===== config.mk =====
export PLATFORM = sky130hd
export DESIGN_NAME = gpio_device
export DESIGN_NICKNAME = d
export VERILOG_FILES = /design/src/rtl/soc_pkg.sv /design/src/rtl/gpio_device.sv
export SDC_FILE = /design/constraint.sdc
export NUM_CORES = 1
export LEC_CHECK = 0
export ABC_CLOCK_PERIOD_IN_PS = 2200
export BUFFER_PORTS_ARGS = -buffer_cell sky130_fd_sc_hd__buf_4
export CAP_MARGIN = 40
export CORE_ASPECT_RATIO = 1.5
export CORE_MARGIN = 1.5
export CORE_UTILIZATION = 40
export DETAILED_ROUTE_END_ITERATION = 6
export HOLD_SLACK_MARGIN = 0.03
export PLACE_DENSITY = 0.72
export SYNTH_ARGS = -nofsm -noshare
export SYNTH_HDL_FRONTEND = slang
export SYNTH_SLANG_ARGS = --single-unit

===== constraint.sdc =====
create_clock -name clk_sys_i -period 2.2 [get_ports clk_sys_i]
set_input_delay 0.11 -clock clk_sys_i [delete_from_list [all_inputs] [get_ports clk_sys_i]]
set_output_delay 0.11 -clock clk_sys_i [all_outputs]
set_load 0.005 [all_outputs]

===== src/rtl/soc_pkg.sv =====
// Shared bus types, address map and helpers; imported by every module of the bus subsystem
package soc_pkg;

  // Bus widths
  typedef logic [31:0] addr_t;
  typedef logic [31:0] word_t;
  typedef logic [3:0]  be_t;

  localparam int unsigned NR_HOSTS = 2;

  // Host index wide enough for every host port
  typedef logic [$clog2(NR_HOSTS)-1:0] host_idx_t;

  // Address map
  localparam addr_t RAM_START   = 32'h0010_0000;
  localparam addr_t RAM_SIZE    = 32'd1024;
  localparam addr_t RAM_MASK    = ~(RAM_SIZE - 32'd1);

  localparam addr_t GPIO_START  = 32'h8000_0000;
  localparam addr_t GPIO_SIZE   = 32'd4096;
  localparam addr_t GPIO_MASK   = ~(GPIO_SIZE - 32'd1);

  localparam addr_t TIMER_START = 32'h8000_2000;
  localparam addr_t TIMER_SIZE  = 32'd4096;
  localparam addr_t TIMER_MASK  = ~(TIMER_SIZE - 32'd1);

  // Device geometry
  localparam int unsigned RAM_WORDS = 256;
  localparam int unsigned GPI_WIDTH = 8;
  localparam int unsigned GPO_WIDTH = 16;

  typedef struct packed {
    logic  req;
    logic  we;
    be_t   be;
    addr_t addr;
    word_t wdata;
  } bus_req_t;

  typedef struct packed {
    logic  gnt;
    logic  rvalid;
    word_t rdata;
    logic  err;
  } bus_rsp_t;

  // addr holds the word offset inside the device window
  typedef struct packed {
    logic  req;
    logic  we;
    be_t   be;
    addr_t addr;
    word_t wdata;
  } dev_req_t;

  typedef enum logic [1:0] {
    DEV_RAM,
    DEV_GPIO,
    DEV_TIMER,
    DEV_NONE
  } dev_e;

  // Replace the bytes of old_w selected by be with those of new_w
  function automatic word_t be_merge(word_t old_w, word_t new_w, be_t be);
    word_t res;
    res = old_w;
    for (int b = 0; b < 4; b++) begin
      if (be[b]) begin
        res[b*8 +: 8] = new_w[b*8 +: 8];
      end
    end
    return res;
  endfunction

endpackage

===== src/rtl/gpio_device.sv =====
// GPIO device; output register at word 0, synchronized input port at word 1
`timescale 1ns/1ps

module gpio_device (
  input  logic                          clk_sys_i,
  input  logic                          rst_sys_ni,
  input  soc_pkg::dev_req_t             dev_req_i,
  input  logic [soc_pkg::GPI_WIDTH-1:0] gp_i,
  output logic [soc_pkg::GPO_WIDTH-1:0] gp_o,
  output soc_pkg::word_t                rdata_o
);
  import soc_pkg::*;

  logic [GPO_WIDTH-1:0] gpo_q;
  logic [GPI_WIDTH-1:0] gpi_meta_q;
  logic [GPI_WIDTH-1:0] gpi_sync_q;
  word_t                rdata_q;
  logic                 wr_gpo;

  assign wr_gpo = dev_req_i.req && dev_req_i.we && (dev_req_i.addr == addr_t'(0));

  // Two-flop synchronizer for the asynchronous inputs
  always_ff @(posedge clk_sys_i or negedge rst_sys_ni) begin
    if (!rst_sys_ni) begin
      gpi_meta_q <= '0;
      gpi_sync_q <= '0;
    end else begin
      gpi_meta_q <= gp_i;
      gpi_sync_q <= gpi_meta_q;
    end
  end

  always_ff @(posedge clk_sys_i or negedge rst_sys_ni) begin
    if (!rst_sys_ni) begin
      gpo_q   <= '0;
      rdata_q <= '0;
    end else begin
      if (wr_gpo) begin
        gpo_q <= GPO_WIDTH'(be_merge(word_t'(gpo_q), dev_req_i.wdata, dev_req_i.be));
      end
      if (dev_req_i.req) begin
        if (dev_req_i.we) begin
          rdata_q <= '0;
        end else begin
          case (dev_req_i.addr)
            addr_t'(0): rdata_q <= word_t'(gpo_q);
            addr_t'(1): rdata_q <= word_t'(gpi_sync_q);
            default:    rdata_q <= '0;
          endcase
        end
      end
    end
  end

  assign gp_o    = gpo_q;
  assign rdata_o = rdata_q;

endmodule


## After elaboration in Yosys (flattened, before gate mapping)

Cells that the tools add are included.

| word-level totals | value |
|---|---|
| logic and storage cells | 13 |
| input bits | 80 |
| register bits after elaboration | 64 |

| operators by class | value |
|---|---|
| multiplexer cells | 2 |
| equality and inequality tests | 1 |
| reduce and logical (&&, ||, !) cells | 5 |

Operators with widths:

| kind | count |
|---|---|
| 32-bit by 1-bit equality test with 1-bit output, second input constant | 1 |
| 32-bit zero test | 1 |
| 16-bit one-hot mux with 2 select lines | 1 |
| 16-bit 2-to-1 mux | 1 |
| 2-bit AND reduction | 2 |
| 1-bit logical AND | 2 |

## Longest topological paths before layout

| logic depth | value |
|---|---|
| depth in word-level cells | 3 |
| gate-level depth with buffers | 5 |

## Worst setup path before layout

OpenSTA, ideal clock, no wires.

| timing path | value |
|---|---|
| path kind | in2reg |
| start point | in dev_req_i[53] (netlist name) |
| end point | reg gpo_q[0], in the netlist gp_o[0] |
| slack | 701 ps |
| cell stages on the path | 4 |
| data arrival time | 1374 ps |
| setup time | 125 ps |
| cells stage by stage | nor4_2 -> nand4_4 -> nor3_4 -> mux2_2 |

| on the way | value |
|---|---|
| word-level cells in the longest chain between the ends | 3 |

Ends and longest elaborated chain:

| item | RTL line | source |
|---|---|---|
| start: declaration | gpio_device.sv:7 | `input soc_pkg::dev_req_t dev_req_i,` |
| 32-bit zero test | gpio_device.sv:20 | `assign wr_gpo = dev_req_i.req && dev_req_i.we && (dev_req_i.addr == addr_t'(0));` |
| 1-bit logical AND | gpio_device.sv:20 |  |
| 2-bit AND reduction (no line) | -- |  |
| end signal: assignment | gpio_device.sv:39 | `gpo_q <= GPO_WIDTH'(be_merge(word_t'(gpo_q), dev_req_i.wdata, dev_req_i.be));` |
| end: declaration | gpio_device.sv:14 | `logic [GPO_WIDTH-1:0] gpo_q;` |

No other way between the ends.
A chain may end at the register's enable or synchronous reset.

## Final worst setup path

| timing path | value |
|---|---|
| start point | in dev_req_i[53] (netlist name) |
| end point | reg gpo_q[2], in the netlist gp_o[2] |

Same word-level chain as after synthesis.

==> metrics.cfg <==
[cts]
numClockSinks = 48
clk_pin_slew_ns = 0.08
cts_setup_buffers = 0
cts_root_buf = clkbuf_8
clock_path_buffers = 2
cts_tree = built
htree_num_levels = 2
clkLatencyLatePin_ns = 0.29
cts_buffers = 5
cts_resized = 0

[sta]
fmax_mhz = 645
final_max_slew_viol_count = 0
period_needed_ns = 1.55
skew_ns = 0.00436
setup_violations = 0
finalHoldViolCount = 0
worstMarginPinSlew_ns = 0.611
rsz0062_at_grt = false
fin_hold_ws_ns = 0.0433
fin_crit_sh_pct = 70.5
tns_ns = 0
relSlewSlack_pct = 59.0
fin_ws_ns = 0.649

[power_and_ir_drop]
power_leakage_uw = 0.00149
switching_share_pct = 21.4
internal-power_uw = 1240
p_clk_share_pct = 33.6
pwr-share-comb_pct = 9.3
power.net_switching_uw = 338
peakVddDrop_mv = 0.476
cellPowerDensity_nw_per_um2 = 546
p_seq_share_pct = 57.1

[floorplan]
design.core.area_um2 = 4810
num_rows = 31
fp.dieW_um = 60.6
start_util_pct = 41.4
die_area_um2 = 5420
fp.dieH_um = 89.4
io_pins = 128

[synthesis]
syn_area_um2 = 1990
syn_inst = 126
synth_edf_count = 0
async_reset_ff_share_pct = 100
seq_area_frac_synth_pct = 60.3
yosysWarnings = 0
synth_flop_cell = dfrtp_1
ys_ff_latch = 48
syn_avg_cell_area_um2 = 15.8
synth_cell_type_count = 20

[setup_path]
start_kind = primary input
critPathKind = in -> reg
max_stage_delay_ns = 0.48
path_buf_inv = 1
worstSetupEndpointType = register
cp_cell_sequence = buf_4 > nor4_2 > nand4_4 > nor3_4 > mux2_2
cp_max_fo = 8
worst_ep_required_time_ns = 2.38
crit_family = simple AND/OR/NAND/NOR gates
r2r_slack_ns = 1.28
cp.arrival_ns = 1.73
slowest_stage = nor3_4

[layout]
area_delta_synth_final_pct = 44.8
mostFrequentLayoutCells = buf_4, dfrtp_1, mux2_2, conb_1
final_nets = 313
stdcell_count = 300
seqCellArea_um2 = 1200
drive_gt1_share_pct = 58.1
fillCellCount = 415
multiInputGateArea_um2 = 708
antenna-diode-count = 0
mostFrequentLayoutCell = buf_4

[global_route]
antenna_found_initial = 0
grt_pass1_wl_um = 6680
grt_pass1_vias = 1477
grt_usage_pct = 16.8
grt_max_degree = 49
overflow = 0

[place]
globalplace.congestion = 0.669
dp_slack_ns = 0.297
hpwl_um = 3280
portBuffers = 93
placed_cells = 283

[drt]
top_layer = met4
routedWlPerCell_um = 14.4
dr_wl_met3_um = 440
vias_per_cell = 4.66
drc = 0
wl_um = 4330
wl_met2_um = 2300
m1WireLength_um = 1530
dr.pass1.iters = 3
drt_iter0_markers = 14
vias = 1399
ant_nets = 0

[job]
maxCapViolCount = 0

[run_status]
status = complete, no violations

[hold_path]
hold_class = in -> reg

-- synthesized netlist by cell type, types with 2 or more instances --
library cell	instances	area, um^2
buf_4	16	120
nand3_1	2	10.0
nand4_4	2	42.5
a22o_1	8	70.1
a221o_2	6	67.6
nor4_2	3	37.5
nor4_4	4	85.1
nor3_4	2	32.5
nor2b_1	9	56.3
mux2_2	16	180
dfrtp_1	48	1200
a221o_1	2	20.0
-- final cells by class --
cell class	count	area share, %
sequential	48	41.6
timing repair buffer	103	27.6
multi-input combinational	74	24.5
clock buffer	7	2.99
tap	66	2.86
clock inverter	1	0.260
inverter	1	0.130
-- final timing paths --
| kind | start | endpoint | depth (start not counted) |
|---|---|---|---|
| hold reg to reg | gpi_meta_q[2] | gpi_sync_q[2] | 0 |
| setup reg to reg | rdata_o[1] | rdata_o[1] | 2 |
| hold / removal | dev_req_i[13] | gp_o[13] | 2 |
| max in group asynchronous | rst_sys_ni | gpi_meta_q[0] | 2 |
| min in group asynchronous | rst_sys_ni | gp_o[9] | 2 |
| setup / recovery | dev_req_i[53] | gp_o[2] | 5 |
-- sequential cells by signal (all words and copies together), names as in the netlist --
signal	count
gpi_meta_q	8
rdata_o	16
gpi_sync_q	8
gp_o	16
-- metrics by stage --
step | total power (uW) | instance area [um^2] | utilization, %
after global placement | 1050 | 2700 | 56.2
after detailed placement | 1050 | 2700 | 56.2
final | 1580 | 2890 | 60.0
after CTS | 1600 | 2890 | 60.0
after global routing | 1650 | 2890 | 60.0
after floorplan | 959 | 2050 | -
-- power by group through the flow --
stage	registers [uW]	clock network, uW	logic (uW)
after floorplan	917	0	42.6
after global placement	917	0	133
after detailed placement	918	0	136
after CTS	900	555	149
after global routing	901	583	162
final	900	529	147
-- timing repair --
action	CTS	global route
endpoints found under the hold margin	56	0
hold buffers	9	0
setup endpoints to repair	0	0
-- per-layer routing --
layer  GRT usage (%)  up-vias
met5               0        -
met4            5.93        0
met1            19.2      665
met2            29.4       85
met3            4.78        7
li1                -      642
-- logic make-up (layout without fill, tap and decap cells) --
| kind of cell | after synthesis | count (layout) | synth area share (%) |
|---|---|---|---|
| mux | 16 | 16 | 9.05 |
| simple gates | 26 | 26 | 15.6 |
| compound gates | 16 | 16 | 7.91 |
| flops | 48 | 48 | 60.3 |
| other cells | 1 | 16 | 0.188 |
| buf+inv | 19 | 112 | 6.97 |
Power figures use the tool's default switching activity.
