### config.mk
export PLATFORM = sky130hd
export DESIGN_NAME = timer_device
export DESIGN_NICKNAME = d
export VERILOG_FILES = /design/src/rtl/soc_pkg.sv /design/src/rtl/timer_device.sv
export SDC_FILE = /design/constraint.sdc
export NUM_CORES = 1
export LEC_CHECK = 0
export BUFFER_PORTS_ARGS = -buffer_cell sky130_fd_sc_hd__buf_2
export CORE_MARGIN = 2
export CORE_UTILIZATION = 44
export CTS_CLUSTER_DIAMETER = 80
export DETAILED_ROUTE_END_ITERATION = 10
export GPL_TIMING_DRIVEN = 0
export PLACE_DENSITY = 0.78
export SLEW_MARGIN = 20
export SYNTH_ARGS = -nofsm -noshare
export SYNTH_HDL_FRONTEND = slang
export SYNTH_SLANG_ARGS = --single-unit
### constraint.sdc
create_clock -name clk_sys_i -period 2.3 [get_ports clk_sys_i]
set_input_delay 0.115 -clock clk_sys_i [delete_from_list [all_inputs] [get_ports clk_sys_i]]
set_output_delay 0.115 -clock clk_sys_i [all_outputs]
set_load 0.005 [all_outputs]
### src/rtl/soc_pkg.sv
// Shared bus types, address map and helpers; imported by every module of the bus subsystem
package soc_pkg;

  // Bus widths
  typedef logic [31:0] addr_t;
  typedef logic [31:0] word_t;
  typedef logic [3:0]  be_t;

  localparam int unsigned NR_HOSTS = 2;

  // Host index wide enough for every host port
  typedef logic [$clog2(NR_HOSTS)-1:0] host_idx_t;

  // Address map
  localparam addr_t RAM_START   = 32'h0010_0000;
  localparam addr_t RAM_SIZE    = 32'd1024;
  localparam addr_t RAM_MASK    = ~(RAM_SIZE - 32'd1);

  localparam addr_t GPIO_START  = 32'h8000_0000;
  localparam addr_t GPIO_SIZE   = 32'd4096;
  localparam addr_t GPIO_MASK   = ~(GPIO_SIZE - 32'd1);

  localparam addr_t TIMER_START = 32'h8000_2000;
  localparam addr_t TIMER_SIZE  = 32'd4096;
  localparam addr_t TIMER_MASK  = ~(TIMER_SIZE - 32'd1);

  // Device geometry
  localparam int unsigned RAM_WORDS = 256;
  localparam int unsigned GPI_WIDTH = 8;
  localparam int unsigned GPO_WIDTH = 16;

  typedef struct packed {
    logic  req;
    logic  we;
    be_t   be;
    addr_t addr;
    word_t wdata;
  } bus_req_t;

  typedef struct packed {
    logic  gnt;
    logic  rvalid;
    word_t rdata;
    logic  err;
  } bus_rsp_t;

  // addr holds the word offset inside the device window
  typedef struct packed {
    logic  req;
    logic  we;
    be_t   be;
    addr_t addr;
    word_t wdata;
  } dev_req_t;

  typedef enum logic [1:0] {
    DEV_RAM,
    DEV_GPIO,
    DEV_TIMER,
    DEV_NONE
  } dev_e;

  // Replace the bytes of old_w selected by be with those of new_w
  function automatic word_t be_merge(word_t old_w, word_t new_w, be_t be);
    word_t res;
    res = old_w;
    for (int b = 0; b < 4; b++) begin
      if (be[b]) begin
        res[b*8 +: 8] = new_w[b*8 +: 8];
      end
    end
    return res;
  endfunction

endpackage
### src/rtl/timer_device.sv
// Machine timer device; free-running mtime, mtimecmp compare and registered interrupt
`timescale 1ns/1ps

module timer_device (
  input  logic              clk_sys_i,
  input  logic              rst_sys_ni,
  input  soc_pkg::dev_req_t dev_req_i,
  output logic              timer_irq_o,
  output soc_pkg::word_t    rdata_o
);
  import soc_pkg::*;

  word_t mtime_q;
  word_t mtimecmp_q;
  word_t rdata_q;
  logic  irq_q;
  logic  wr_mtime;
  logic  wr_mtimecmp;

  // Register select by word offset
  assign wr_mtime    = dev_req_i.req && dev_req_i.we && (dev_req_i.addr == addr_t'(0));
  assign wr_mtimecmp = dev_req_i.req && dev_req_i.we && (dev_req_i.addr == addr_t'(1));

  // A write overrides the increment for that cycle
  always_ff @(posedge clk_sys_i or negedge rst_sys_ni) begin
    if (!rst_sys_ni) begin
      mtime_q <= '0;
    end else if (wr_mtime) begin
      mtime_q <= be_merge(mtime_q, dev_req_i.wdata, dev_req_i.be);
    end else begin
      mtime_q <= mtime_q + word_t'(1);
    end
  end

  // All ones at reset keeps the interrupt quiet
  always_ff @(posedge clk_sys_i or negedge rst_sys_ni) begin
    if (!rst_sys_ni) begin
      mtimecmp_q <= '1;
    end else if (wr_mtimecmp) begin
      mtimecmp_q <= be_merge(mtimecmp_q, dev_req_i.wdata, dev_req_i.be);
    end
  end

  // Compare result lands one cycle later
  always_ff @(posedge clk_sys_i or negedge rst_sys_ni) begin
    if (!rst_sys_ni) begin
      irq_q <= 1'b0;
    end else begin
      irq_q <= (mtime_q >= mtimecmp_q);
    end
  end

  always_ff @(posedge clk_sys_i or negedge rst_sys_ni) begin
    if (!rst_sys_ni) begin
      rdata_q <= '0;
    end else if (dev_req_i.req) begin
      if (dev_req_i.we) begin
        rdata_q <= '0;
      end else begin
        case (dev_req_i.addr)
          addr_t'(0): rdata_q <= mtime_q;
          addr_t'(1): rdata_q <= mtimecmp_q;
          default:    rdata_q <= '0;
        endcase
      end
    end
  end

  assign timer_irq_o = irq_q;
  assign rdata_o     = rdata_q;

endmodule

Word-level counts from Yosys, hierarchy flattened
Cells that the tools add are included.
Word-level totals
  bits in registers: 97
Operators by class
  add/sub/neg operators: 1
  order comparisons: 1
  eq/ne operators: 5
  muxes and demuxes: 7
  reduce and logical (&&, ||, !) cells: 8
Operator list (count)
  2-to-1 mux 32 bit: 2
  case mux 32 bit (2 select lines): 1
  adder 32 x 1 -> 32 bit, second input constant: 1
  equality test 32 x 1 -> 1 bit, second input constant: 1
  greater-or-equal comparator 32 bit: 1
  logical NOT 32 bit: 1
  2-to-1 mux 8 bit: 4
  != test 2 bit, second input constant: 4
  AND reduction 2 bit: 4
  logical AND 1 bit: 3

Longest topological paths before layout
  word-level depth: 3
  mapped depth: 9
  gate-level depth less buffers: 8

Worst setup path after synthesis
OpenSTA, ideal clock, no wires.
  path kind: reg-to-reg
  start: register mtime_q[3]
  end: register mtime_q[31]
  data arrival time: 1.798 ns
  required time: 2.223 ns
  setup slack: 0.424 ns
  stages on the path, launching flop included: 8
  period minus slack after synthesis: 1.876 ns
  path through: dfrtp_1 clkbuf_2 nand4_1 nor4_4 and3_2 nand3_1 a211o_2 a21oi_1
On the way
  longest elaborated chain between the ends: 2
RTL lines
  start, declared: RTL line timer_device.sv:13  | word_t mtime_q;
  start signal, assigned: RTL line timer_device.sv:29  | mtime_q <= be_merge(mtime_q, dev_req_i.wdata, dev_req_i.be);
  start signal, assigned: RTL line timer_device.sv:31  | mtime_q <= mtime_q + word_t'(1);
  adder 32 x 1 -> 32 bit: RTL line timer_device.sv:31
  2-to-1 mux 32 bit: RTL line timer_device.sv:28  | end else if (wr_mtime) begin
No other way between the ends.
A chain may end at the register's enable or synchronous reset.

Worst setup path after layout
  start: register mtime_q[0]
  end: register irq_q (netlist: timer_irq_o)
On the way
  longest elaborated chain between the ends: 1
RTL lines
  greater-or-equal comparator 32 bit: RTL line timer_device.sv:49  | irq_q <= (mtime_q >= mtimecmp_q);
  end signal, assigned: RTL line timer_device.sv:49
  end, declared: RTL line timer_device.sv:16  | logic irq_q;
No other way between the ends.

==> results.tsv <==
stage	metric	value	unit
run_status	outcome	completed	
floorplanning	Die Ht	116.2	µm
drt	routed vias/inst	5.788	
sta	part of the cycle the worst path needs	93.75	%
floorplanning	die area	13490	µm²
finish	most common cell after layout, fill and taps aside	buf_2	
yosys	Seq/Total Area, Yosys	44.58	%
yosys	Synth Register Bits	97	
sta	fmax	463.8	MHz
finish	post-route design area	6605	µm²
drt	Final ANT Viol Nets	0	
setup_path	CP required	2.53	ns
floorplanning	Cell Rows	40	
setup_path	crit path launch type	flip-flop	
finish	Finished Layout Cells	864	
pwr	Total Power	3.347	mW
clock_network	CTS buffer count	9	
clock_network	Longest Clk Path Bufs	2	
yosys	async set or reset register ratio after synthesis	100.0	%
grt	maximum number of pins on one net before global-route repair	52	
clock_network	Root Driver	clkbuf_16	
clock_network	H-Tree Depth	3	
place	Post-DP HPWL	11320	µm
setup_path	Worst path max stage delay	0.46	ns
place	placed cell count	845	
clock_network	Clock Pin Slew Worst Setup and Hold Paths	0.07	ns
setup_path	cell at the slowest stage of the critical path	dfrtp_1	
setup_path	Top delay family on crit path	compound AO/OA/AOI/OAI gates	
setup_path	critical path class	flip-flop to flip-flop	
worst_hold_path	Hold Path Class	primary input to flip-flop	
clock_network	TritonCTS clock tree	built	
setup_path	WP data arrival	2.39	ns
place	Port Buffers	103	
sta	Clock Skew	0.01508	ns
pwr	Pwr Density	506.7	nW/µm²
setup_path	critical path capture point type	flip-flop	
yosys	syn avg cell area	9.660	µm²
drt	routed length per instance	17.58	µm
yosys	Post-Syn Area	5535	µm²
place	DP Area	6295	µm²
grt	initial antenna violation count	0	
setup_path	CP cell instances	inv_1, ha_1, nand2b_1, a2111oi_0, a211o_1, a311oi_1, o21ai_0, nand2_1	
sta	fin. max-slew vios	0	
grt	global-route wire length before repair	24580	µm
grt	total gr overflow	0	
floorplanning	Die X-Extent	116.2	µm
place	DP Worst Slack	0.07178	ns
setup_path	Max FO, Critical Path	6	
finish	commonest non-fill, non-tap cells in the layout	buf_2 (113), inv_1 (72), dfrtp_1 (65), nor2_1 (39)	
clock_network	clock sink count	97	
sta	normalized max-slew margin	55.02	%
setup_path	sum of buffers and inverters on the critical path	1	
sta	final setup TNS	0	ns
job	max-cap check violation count	0	
floorplanning	Core Footprint	12160	µm²
floorplanning	Starting Density	45.51	%
drt	Detailed Route WL	15190	µm
pwr	leakage	2.918	nW
yosys	top_reg_cell synth	dfrtp_1	
clock_network	Skew-Pair Late Insertion Delay	0.36	ns
clock_network	Post-CTS Resized	0	
drt	# DRC	0	
finish	Layout area overhead	19.33	%
sta	final worst slack	0.1438	ns
yosys	EDFF count, synth	0	
sta	Slew @ Worst Pin	0.6696	ns
sta	minimum clock period	2.156	ns
pwr	Peak VDD IR	0.2783	mV
sta	RSZ-0062 raised after global routing	no	
finish	Antenna Cells	0	
drt	via count	5001	
drt	DR iter-0 viols	317	
sta	Final setup viols	0	
yosys	synthesis warning total	0	
yosys	Netlist cell types	45	
floorplanning	# IOs	105	
place	GPL Wtd Cong	0.9095	
grt	Tot GR Track Use	23.29	%
sta	Hold Vio Cnt, Final	0	
yosys	Post-Syn Instances	573	
yosys	Synth Net Count	678	
finish	final-stage net count	796	
grt	vias in the first global route	5057	
drt	DRT Pass-1 Iters	5	
finish	share of cells above drive strength 1	30.75	%
synthesized netlist by cell type, drive strengths merged, types with 6 or more instances:
| library cell | instances | area, µm² |
|---|---|---|
| a211oi | 8 | 60.06 |
| a21o | 11 | 82.58 |
| a21oi | 36 | 180.2 |
| a22oi | 32 | 240.2 |
| and3 | 6 | 38.79 |
| buf | 11 | 55.05 |
| clkbuf | 12 | 47.55 |
| dfrtp | 65 | 1627 |
| dfstp | 32 | 840.8 |
| ha | 33 | 412.9 |
| inv | 72 | 270.3 |
| mux2 | 32 | 360.4 |
| nand2 | 27 | 103.9 |
| nand3 | 17 | 110.1 |
| nand4 | 19 | 118.9 |
| nor2 | 39 | 146.4 |
| nor3 | 7 | 46.30 |
| nor4 | 10 | 77.57 |
| o21ai | 23 | 115.1 |
| o22ai | 36 | 225.2 |
worst min-delay path, stage by stage:
cell     delay, ns
buf_2         0.09
nand3_1       0.05
o21ai_0       0.06
power by group:
| part | switching (mW) | internal [mW] | total [mW] |
|---|---|---|---|
| registers | 0.00000144 | 1.71 | 1.71 |
| logic | 0.0995 | 0.0599 | 0.159 |
| clock network | 0.722 | 0.758 | 1.48 |
| total | 0.822 | 2.52 | 3.35 |
repair_timing:
item / 4_1_cts / 5_1_grt
endpoints found under the hold margin: 31 / 0
buffers inserted: 0 / 2
hold buffers: 1 / 0
setup endpoints to repair: 0 / 1
metal layers:
| layer | GRT usage [%] | routed length, µm |
|---|---|---|
| met1 | 30.40 | 6607 |
| met2 | 38.87 | 7302 |
| met3 | 4.048 | 933 |
| met4 | 9.127 | 343 |
| met5 | 0 | 0 |
registers in the layout (all words and copies together) (netlist names):
signal       cells
timer_irq_o      1
mtimecmp_q      32
mtime_q         32
rdata_o         32
path summary, 6_finish.rpt:
| path | from | end | slack, ns | depth (start not counted) |
|---|---|---|---|---|
| max reg2reg | mtime_q[0] | timer_irq_o | 0.14 | 8 |
| max in group asynchronous | rst_sys_ni | mtimecmp_q[28] | 1.37 | 3 |
| min in group asynchronous | rst_sys_ni | rdata_o[22] | 0.27 | 2 |
| min reg2reg | rdata_o[18] | rdata_o[18] | 0.52 | 2 |
| max | mtime_q[0] | timer_irq_o | 0.14 | 8 |
| min | dev_req_i[21] | mtime_q[21] | 0.007 | 3 |
cells by family (layout without fill, tap and decap cells):
| kind of cell | count (synthesis) | in the layout | share of synthesized area, % |
|---|---|---|---|
| AOI/OAI and AO/OA | 174 | 174 | 20.80 |
| adders and majority gates | 33 | 33 | 7.459 |
| buffers and inverters | 95 | 218 | 6.736 |
| DFF | 97 | 97 | 44.58 |
| muxes | 33 | 33 | 6.691 |
| and+or+nand+nor | 141 | 141 | 13.74 |
per-stage QoR:
stage | hold WS (ns) | utilization (%)
6_report | 0.006696 | 54.31
2_1_floorplan | -0.1806 | -
3_3_place_gp | 0.3679 | 51.48
3_5_place_dp | 0.08214 | 51.76
4_1_cts | 0.004582 | 54.19
5_1_grt | 0.01750 | 54.31
area by class of cell:
cell class	count	area [µm²]
buffer	23	102.6
timing repair buffer	107	574.3
fill	1086	5557
inverter	72	270.3
clock inverter	7	60.06
multi-input combinational	381	2695
tap	168	210.2
clock buffer	9	225.2
sequential	97	2467
(Power assumes the default switching activity.)
