**src/rtl/soc_pkg.sv**
```systemverilog
// Shared bus types, address map and helpers; imported by every module of the bus subsystem
package soc_pkg;

  // Bus widths
  typedef logic [31:0] addr_t;
  typedef logic [31:0] word_t;
  typedef logic [3:0]  be_t;

  localparam int unsigned NR_HOSTS = 2;

  // Host index wide enough for every host port
  typedef logic [$clog2(NR_HOSTS)-1:0] host_idx_t;

  // Address map
  localparam addr_t RAM_START   = 32'h0010_0000;
  localparam addr_t RAM_SIZE    = 32'd1024;
  localparam addr_t RAM_MASK    = ~(RAM_SIZE - 32'd1);

  localparam addr_t GPIO_START  = 32'h8000_0000;
  localparam addr_t GPIO_SIZE   = 32'd4096;
  localparam addr_t GPIO_MASK   = ~(GPIO_SIZE - 32'd1);

  localparam addr_t TIMER_START = 32'h8000_2000;
  localparam addr_t TIMER_SIZE  = 32'd4096;
  localparam addr_t TIMER_MASK  = ~(TIMER_SIZE - 32'd1);

  // Device geometry
  localparam int unsigned RAM_WORDS = 256;
  localparam int unsigned GPI_WIDTH = 8;
  localparam int unsigned GPO_WIDTH = 16;

  typedef struct packed {
    logic  req;
    logic  we;
    be_t   be;
    addr_t addr;
    word_t wdata;
  } bus_req_t;

  typedef struct packed {
    logic  gnt;
    logic  rvalid;
    word_t rdata;
    logic  err;
  } bus_rsp_t;

  // addr holds the word offset inside the device window
  typedef struct packed {
    logic  req;
    logic  we;
    be_t   be;
    addr_t addr;
    word_t wdata;
  } dev_req_t;

  typedef enum logic [1:0] {
    DEV_RAM,
    DEV_GPIO,
    DEV_TIMER,
    DEV_NONE
  } dev_e;

  // Replace the bytes of old_w selected by be with those of new_w
  function automatic word_t be_merge(word_t old_w, word_t new_w, be_t be);
    word_t res;
    res = old_w;
    for (int b = 0; b < 4; b++) begin
      if (be[b]) begin
        res[b*8 +: 8] = new_w[b*8 +: 8];
      end
    end
    return res;
  endfunction

endpackage
```
**src/rtl/bus_arbiter.sv**
```systemverilog
// Shared bus arbiter; picks one host per cycle by fixed priority, decodes and routes responses
`timescale 1ns/1ps

module bus_arbiter (
  input  logic              clk_sys_i,
  input  logic              rst_sys_ni,
  input  soc_pkg::bus_req_t host_req_i [soc_pkg::NR_HOSTS],
  output soc_pkg::bus_rsp_t host_rsp_o [soc_pkg::NR_HOSTS],
  output soc_pkg::dev_req_t ram_req_o,
  output soc_pkg::dev_req_t gpio_req_o,
  output soc_pkg::dev_req_t timer_req_o,
  input  soc_pkg::word_t    ram_rdata_i,
  input  soc_pkg::word_t    gpio_rdata_i,
  input  soc_pkg::word_t    timer_rdata_i
);
  import soc_pkg::*;

  logic                win_valid;
  host_idx_t           win_idx;
  bus_req_t            win_req;
  dev_e                win_dev;

  logic                rsp_valid_q;
  host_idx_t           rsp_host_q;
  dev_e                rsp_dev_q;
  word_t               rsp_rdata;
  logic [NR_HOSTS-1:0] rsp_sel;

  function automatic dev_req_t dev_fanout(bus_req_t req, logic sel, addr_t mask);
    dev_req_t d;
    d.req   = sel;
    d.we    = req.we;
    d.be    = req.be;
    d.addr  = (req.addr & ~mask) >> 2;
    d.wdata = req.wdata;
    return d;
  endfunction

  // Lowest index wins, so host 0 always has priority
  always_comb begin
    win_valid = 1'b0;
    win_idx   = '0;
    for (int i = NR_HOSTS - 1; i >= 0; i--) begin
      if (host_req_i[i].req) begin
        win_valid = 1'b1;
        win_idx   = host_idx_t'(i);
      end
    end
    win_req = host_req_i[win_idx];
  end

  always_comb begin
    if ((win_req.addr & RAM_MASK) == RAM_START) begin
      win_dev = DEV_RAM;
    end else if ((win_req.addr & GPIO_MASK) == GPIO_START) begin
      win_dev = DEV_GPIO;
    end else if ((win_req.addr & TIMER_MASK) == TIMER_START) begin
      win_dev = DEV_TIMER;
    end else begin
      win_dev = DEV_NONE;
    end
  end

  // Unmapped accesses reach no device
  assign ram_req_o   = dev_fanout(win_req, win_valid && (win_dev == DEV_RAM), RAM_MASK);
  assign gpio_req_o  = dev_fanout(win_req, win_valid && (win_dev == DEV_GPIO), GPIO_MASK);
  assign timer_req_o = dev_fanout(win_req, win_valid && (win_dev == DEV_TIMER), TIMER_MASK);

  // Remember who owns the response due next cycle
  always_ff @(posedge clk_sys_i or negedge rst_sys_ni) begin
    if (!rst_sys_ni) begin
      rsp_valid_q <= 1'b0;
      rsp_host_q  <= '0;
      rsp_dev_q   <= DEV_NONE;
    end else begin
      rsp_valid_q <= win_valid;
      if (win_valid) begin
        rsp_host_q <= win_idx;
        rsp_dev_q  <= win_dev;
      end
    end
  end

  always_comb begin
    case (rsp_dev_q)
      DEV_RAM:   rsp_rdata = ram_rdata_i;
      DEV_GPIO:  rsp_rdata = gpio_rdata_i;
      DEV_TIMER: rsp_rdata = timer_rdata_i;
      default:   rsp_rdata = '0;
    endcase
  end

  always_comb begin
    for (int i = 0; i < NR_HOSTS; i++) begin
      rsp_sel[i]           = rsp_valid_q && (rsp_host_q == host_idx_t'(i));
      host_rsp_o[i].gnt    = win_valid && (win_idx == host_idx_t'(i));
      host_rsp_o[i].rvalid = rsp_sel[i];
      host_rsp_o[i].rdata  = rsp_sel[i] ? rsp_rdata : '0;
      host_rsp_o[i].err    = rsp_sel[i] && (rsp_dev_q == DEV_NONE);
    end
  end

endmodule

```
**config.mk**
```make
export PLATFORM = sky130hd
export DESIGN_NAME = bus_arbiter
export DESIGN_NICKNAME = d
export VERILOG_FILES = /design/src/rtl/soc_pkg.sv /design/src/rtl/bus_arbiter.sv
export SDC_FILE = /design/constraint.sdc
export NUM_CORES = 1
export LEC_CHECK = 0
export ABC_AREA = 1
export BUFFER_PORTS_ARGS = -buffer_cell sky130_fd_sc_hd__buf_2
export CORE_AREA = 2 2 201 203
export DETAILED_ROUTE_END_ITERATION = 8
export DIE_AREA = 0 0 203 205
export MAX_ROUTING_LAYER = met4
export PLACE_DENSITY = 0.42
export SKIP_CTS_REPAIR_TIMING = 1
export SLEW_MARGIN = 25
export SYNTH_ARGS = -nofsm -noshare
export SYNTH_HDL_FRONTEND = slang
export SYNTH_SLANG_ARGS = --single-unit
```
**constraint.sdc**
```tcl
create_clock -name clk_sys_i -period 1.45 [get_ports clk_sys_i]
set_clock_uncertainty 0.05 [all_clocks]
set_input_delay 0.0725 -clock clk_sys_i [delete_from_list [all_inputs] [get_ports clk_sys_i]]
set_output_delay 0.0725 -clock clk_sys_i [all_outputs]
set_load 0.005 [all_outputs]
```
Word-level counts from Yosys, hierarchy flattened --
Index checks and enable logic that the tools add are counted. Widths: inputs -> output; s select.
Storage, ports and cells: flip-flop bits (word level) 4, output and inout bits 280, word-level logic and storage cells 38, input bits 238
Cells by class: reductions and logical operators 11, equal/unequal tests 8, $lt $le $gt $ge 1, muxes and demuxes 12, bitwise gates (word level) 3
Operators by type and width (number):
- $mux 69 | 3
- $pmux 32 s3 | 1
- $mux 32 | 2
- $eq 20x20->1 const B | 2
- $eq 22x11->1 const B | 1
- $logic_and 1x1->1 | 9
- $eq 2x2->1 const B | 3
- $eq 2x1->1 const B | 2
- $logic_not 2->1 | 2
- $mux 1 | 4
- $mux 2 | 2
- $ge 2x2->1 const B | 1
- $not 1->1 | 2
- $not 1->2 | 1

Depth between registers and ports, before layout --
depth after elaboration 12, depth in mapped cells 10, depth with buffers taken out 10

Worst setup path after synthesis --
No wires, ideal clock.
kind flip-flop to output port, start point register rsp_dev_q[0], end point output host_rsp_o[10] (netlist bit), cell stages (with the launch flop) 8, buffers on the path 2, arrival 1.332 ns, required time 1.327 ns, path slack -0.005 ns, cells stage by stage dfstp_2 > inv_2 > or2_1 > buf_2 > buf_6 > o211ai_2 > nand2_1 > inv_1
RTL lines:
- start, declared | RTL line bus_arbiter.sv:25 | dev_e rsp_dev_q;
- start signal, assigned | RTL line bus_arbiter.sv:79 | rsp_dev_q <= win_dev;
- end, declared | RTL line bus_arbiter.sv:8 | output soc_pkg::bus_rsp_t host_rsp_o [soc_pkg::NR_HOSTS],

==> impl_metrics.py <==
metrics = {
    "run_status": {
        "outcome": "finished, violations left",
        "violations": "negative setup slack",
    },
    "floorplanning": {
        "die_w_microns": 203,
        "core_area_sq_um": 39400,
        "io_pins": 518,
        "start_util_pct": 9.31,
        "die_area_sq_um": 41600,
        "num_rows": 73,
        "die_h_microns": 205,
    },
    "power": {
        "p_leak_nw": 4.20,
        "pwr-share-comb_pct": 75.9,
        "p_int_mw": 1.30,
        "ir_drop_uv": 233,
        "p_per_area_nw_per_um2": 385,
        "switchingPower_mw": 1.07,
        "seq_power_share_pct": 5.4,
        "swShare_pct": 45.1,
        "clockPowerShare_pct": 18.7,
    },
    "logic_synthesis": {
        "netlist_instances": 680,
        "synth_fa_ha_area_share_pct": 0,
        "synth.avg_cell_area_sq_um": 5.39,
        "synth_seq_cells": 4,
        "muxShareOfSynthArea_pct": 0,
        "syn_area_sq_um": 3660,
        "synth_top_family_by_area": "buffers and inverters",
        "ys_types": 24,
        "synthXorXnorAreaFrac_pct": 0,
        "synth-simple-area-share_pct": 37.5,
        "synth-compound-area-share_pct": 11.0,
        "yosysWarnings": 0,
        "ys_seq_area_share_pct": 2.80,
    },
    "setup_path": {
        "timing_worst_setup_path_type": "reg -> out",
        "crit_path_max_fanout": 26,
        "setup.worst_path.end": "host_rsp_o[18]",
        "startpoint_type": "flip-flop",
        "cp_num_cells": 7,
        "end_kind": "output pin",
        "cp_num_buf_inv": 4,
        "path_cells": "inv_2 -> or2_4 -> buf_12 -> o211ai_2 -> nand2_1 -> inv_1 -> buf_2",
        "worstSetupStartpoint": "rsp_dev_q[0]",
        "ff2ff_path_depth": 3,
        "critPathArrivalTime_ns": 1.68,
        "ff2ff_setup_slack_ns": 0.46,
        "reg2reg_to": "rsp_dev_q[1]",
        "cp_slowest_cell": "dfstp_2",
        "slowest_delay_ns": 0.52,
        "cp.required_ns": 1.33,
        "r2r_start": "rsp_dev_q[1]",
        "crit_family": "flip-flops",
    },
    "sta": {
        "maxSlewViolCount": 0,
        "hold_viol": 0,
        "fmax_mhz": 554,
        "min_period_ns": 1.81,
        "rsz0062_at_grt": "yes",
        "finalCritPeriodShare_pct": 125,
        "setup_viol": 66,
        "worst_slack_ns": -0.357,
    },
    "clock_network": {
        "clock_latency_ns": 0.22,
        "h-tree-depth": 1,
        "clockBufferDepth": 2,
        "cts_tree": "yes",
        "root_buffer": "clkbuf_16",
        "numCtsBuffers": 3,
        "cts.clk_slew.worst_paths_ns": 0.03,
        "clock_sinks": 4,
    },
    "finish": {
        "area_growth_pct": 68.3,
        "finalInstanceArea_sq_um": 6160,
        "fin_util_pct": 15.7,
        "drive_above_1_share_pct": 52.9,
        "nNetsFinal": 1285,
        "nFillCells": 4695,
    },
    "placement": {
        "gp_routability_congestion": 0.929,
        "portBuffers": 445,
        "post_dp_cell_area_sq_um": 5790,
        "hpwl_microns": 18900,
    },
    "min_path": {
        "hp-class": "in -> reg",
    },
    "detailed_routing": {
        "antenna_left": 0,
        "wl_per_cell_microns": 14.2,
        "wirelength_microns": 22400,
        "drcViolationCount": 0,
        "first_iter_violations": 172,
        "via_per_inst": 3.27,
        "dr.pass1.iters": 4,
        "vias": 5139,
    },
    "grt": {
        "grt_max_degree": 42,
        "grt_use_total_pct": 9.45,
        "grt-ovfl-total": 0,
        "grt_antenna_before_repair": 1,
        "grt_pass1_vias": 4858,
        "grt_pass1_wl_microns": 29000,
    },
    "job": {
        "cap_violations": 0,
    },
}
-- area by class of cell --
cell class                      count  area, sq um  share of cell area (%)
Inverter                          111          422                    6.84
Clock buffer                        4         78.8                    1.28
Sequential cell                     4          103                    1.66
Tap cell                          525          657                    10.7
Multi-Input combinational cell    442         2130                    34.5
Timing Repair Buffer              485         2770                    45.0
Antenna cell                        1         2.50                  0.0406
-- Yosys cell counts --
master    number  area (sq um)
buf_2         17          85.1
nand3b_1       2          15.0
buf_6          3          33.8
or2_1          1          6.26
nand3_1       38           190
buf_1          4          15.0
o21ai_2        1          8.76
nor2_1        31           116
dfrtp_1        2          50.1
conb_1         1          3.75
dfstp_2        2          52.6
inv_2          4          15.0
o21ai_0        1          5.00
nand2_2        3          18.8
buf_4        160          1200
nor2_4         2          22.5
nor2_2         1          6.26
nand3_2        2          20.0
nand2_1      258           968
o211ai_2      30           375
nand2_4        1          11.3
clkbuf_1       7          26.3
o211ai_1       2          15.0
inv_1        107           402
-- registers in the layout, indices dropped and copies added, names as in the netlist --
name         flops
rsp_valid_q      1
rsp_dev_q        2
rsp_host_q       1
-- how the worst min path moves through the flow --
stage                    from           to  slack, ns  cells after the start
5_1_grt        host_req_i[69]  rsp_valid_q       0.19                      3
3_5_place_dp       rst_sys_ni  rsp_valid_q      -0.17                      1
2_1_floorplan      rst_sys_ni   rsp_host_q      -0.27                      0
6_report       host_req_i[69]  rsp_valid_q       0.14                      3
4_1_cts            rst_sys_ni  rsp_valid_q      -0.40                      1
3_3_place_gp       rst_sys_ni   rsp_host_q      -0.17                      1
-- through the flow --
stage	std cells	worst slack, ns	power, mW	setup TNS [ns]	hold slack (ns)
6_report	1572	-0.357	2.38	-19.53	0.141
5_1_grt	1572	-0.443	2.59	-24.62	0.187
4_1_cts	1557	-0.474	2.29	-25.16	-0.401
3_5_place_dp	1553	-0.236	1.84	-9.57	-0.166
3_3_place_gp	1553	-0.232	1.84	-9.15	-0.167
2_1_floorplan	747	0.00133	1.17	0	-0.273
-- cells in the final DEF, fill, tap and decap left out, drive strengths merged --
master / count
buf: 480
clkbuf: 8
conb: 68
dfrtp: 2
dfstp: 2
diode: 1
dlygate4sd3: 1
inv: 111
nand2: 263
nand3: 40
nand3b: 2
nor2: 34
o211ai: 32
o21ai: 2
or2: 1
-- power by group through the flow --
stage	clock network (mW)	logic [mW]	registers, mW
floorplan	0	1.04	0.126
global placement	0	1.71	0.128
detailed placement	0	1.71	0.128
CTS	0.446	1.72	0.127
global route	0.462	2.00	0.130
finish	0.443	1.80	0.129
-- metal layers --
| metal | wire [microns] | track usage [%] | up-vias |
|---|---|---|---|
| met1 | 8860 | 10.9 | 2270 |
| met2 | 11400 | 17.6 | 322 |
| li1 | - | - | 2527 |
| met3 | 1620 | 1.26 | 20 |
| met4 | 469 | 1.59 | 0 |
| met5 | 0 | - | - |
-- cell families after synthesis --
| kind of cell | Yosys count |
|---|---|
| simple gates | 339 |
| buf+inv | 302 |
| compound gates | 34 |
| flops | 4 |
| other cells | 1 |
-- worst reg2reg max path, cell delays in order, from the launching register on --
cell and delay (ns):
dfstp_2 0.60, buf_4 0.18, nand2_1 0.06, nand2_1 0.06
No activity file was read; power rests on OpenSTA's default activity.
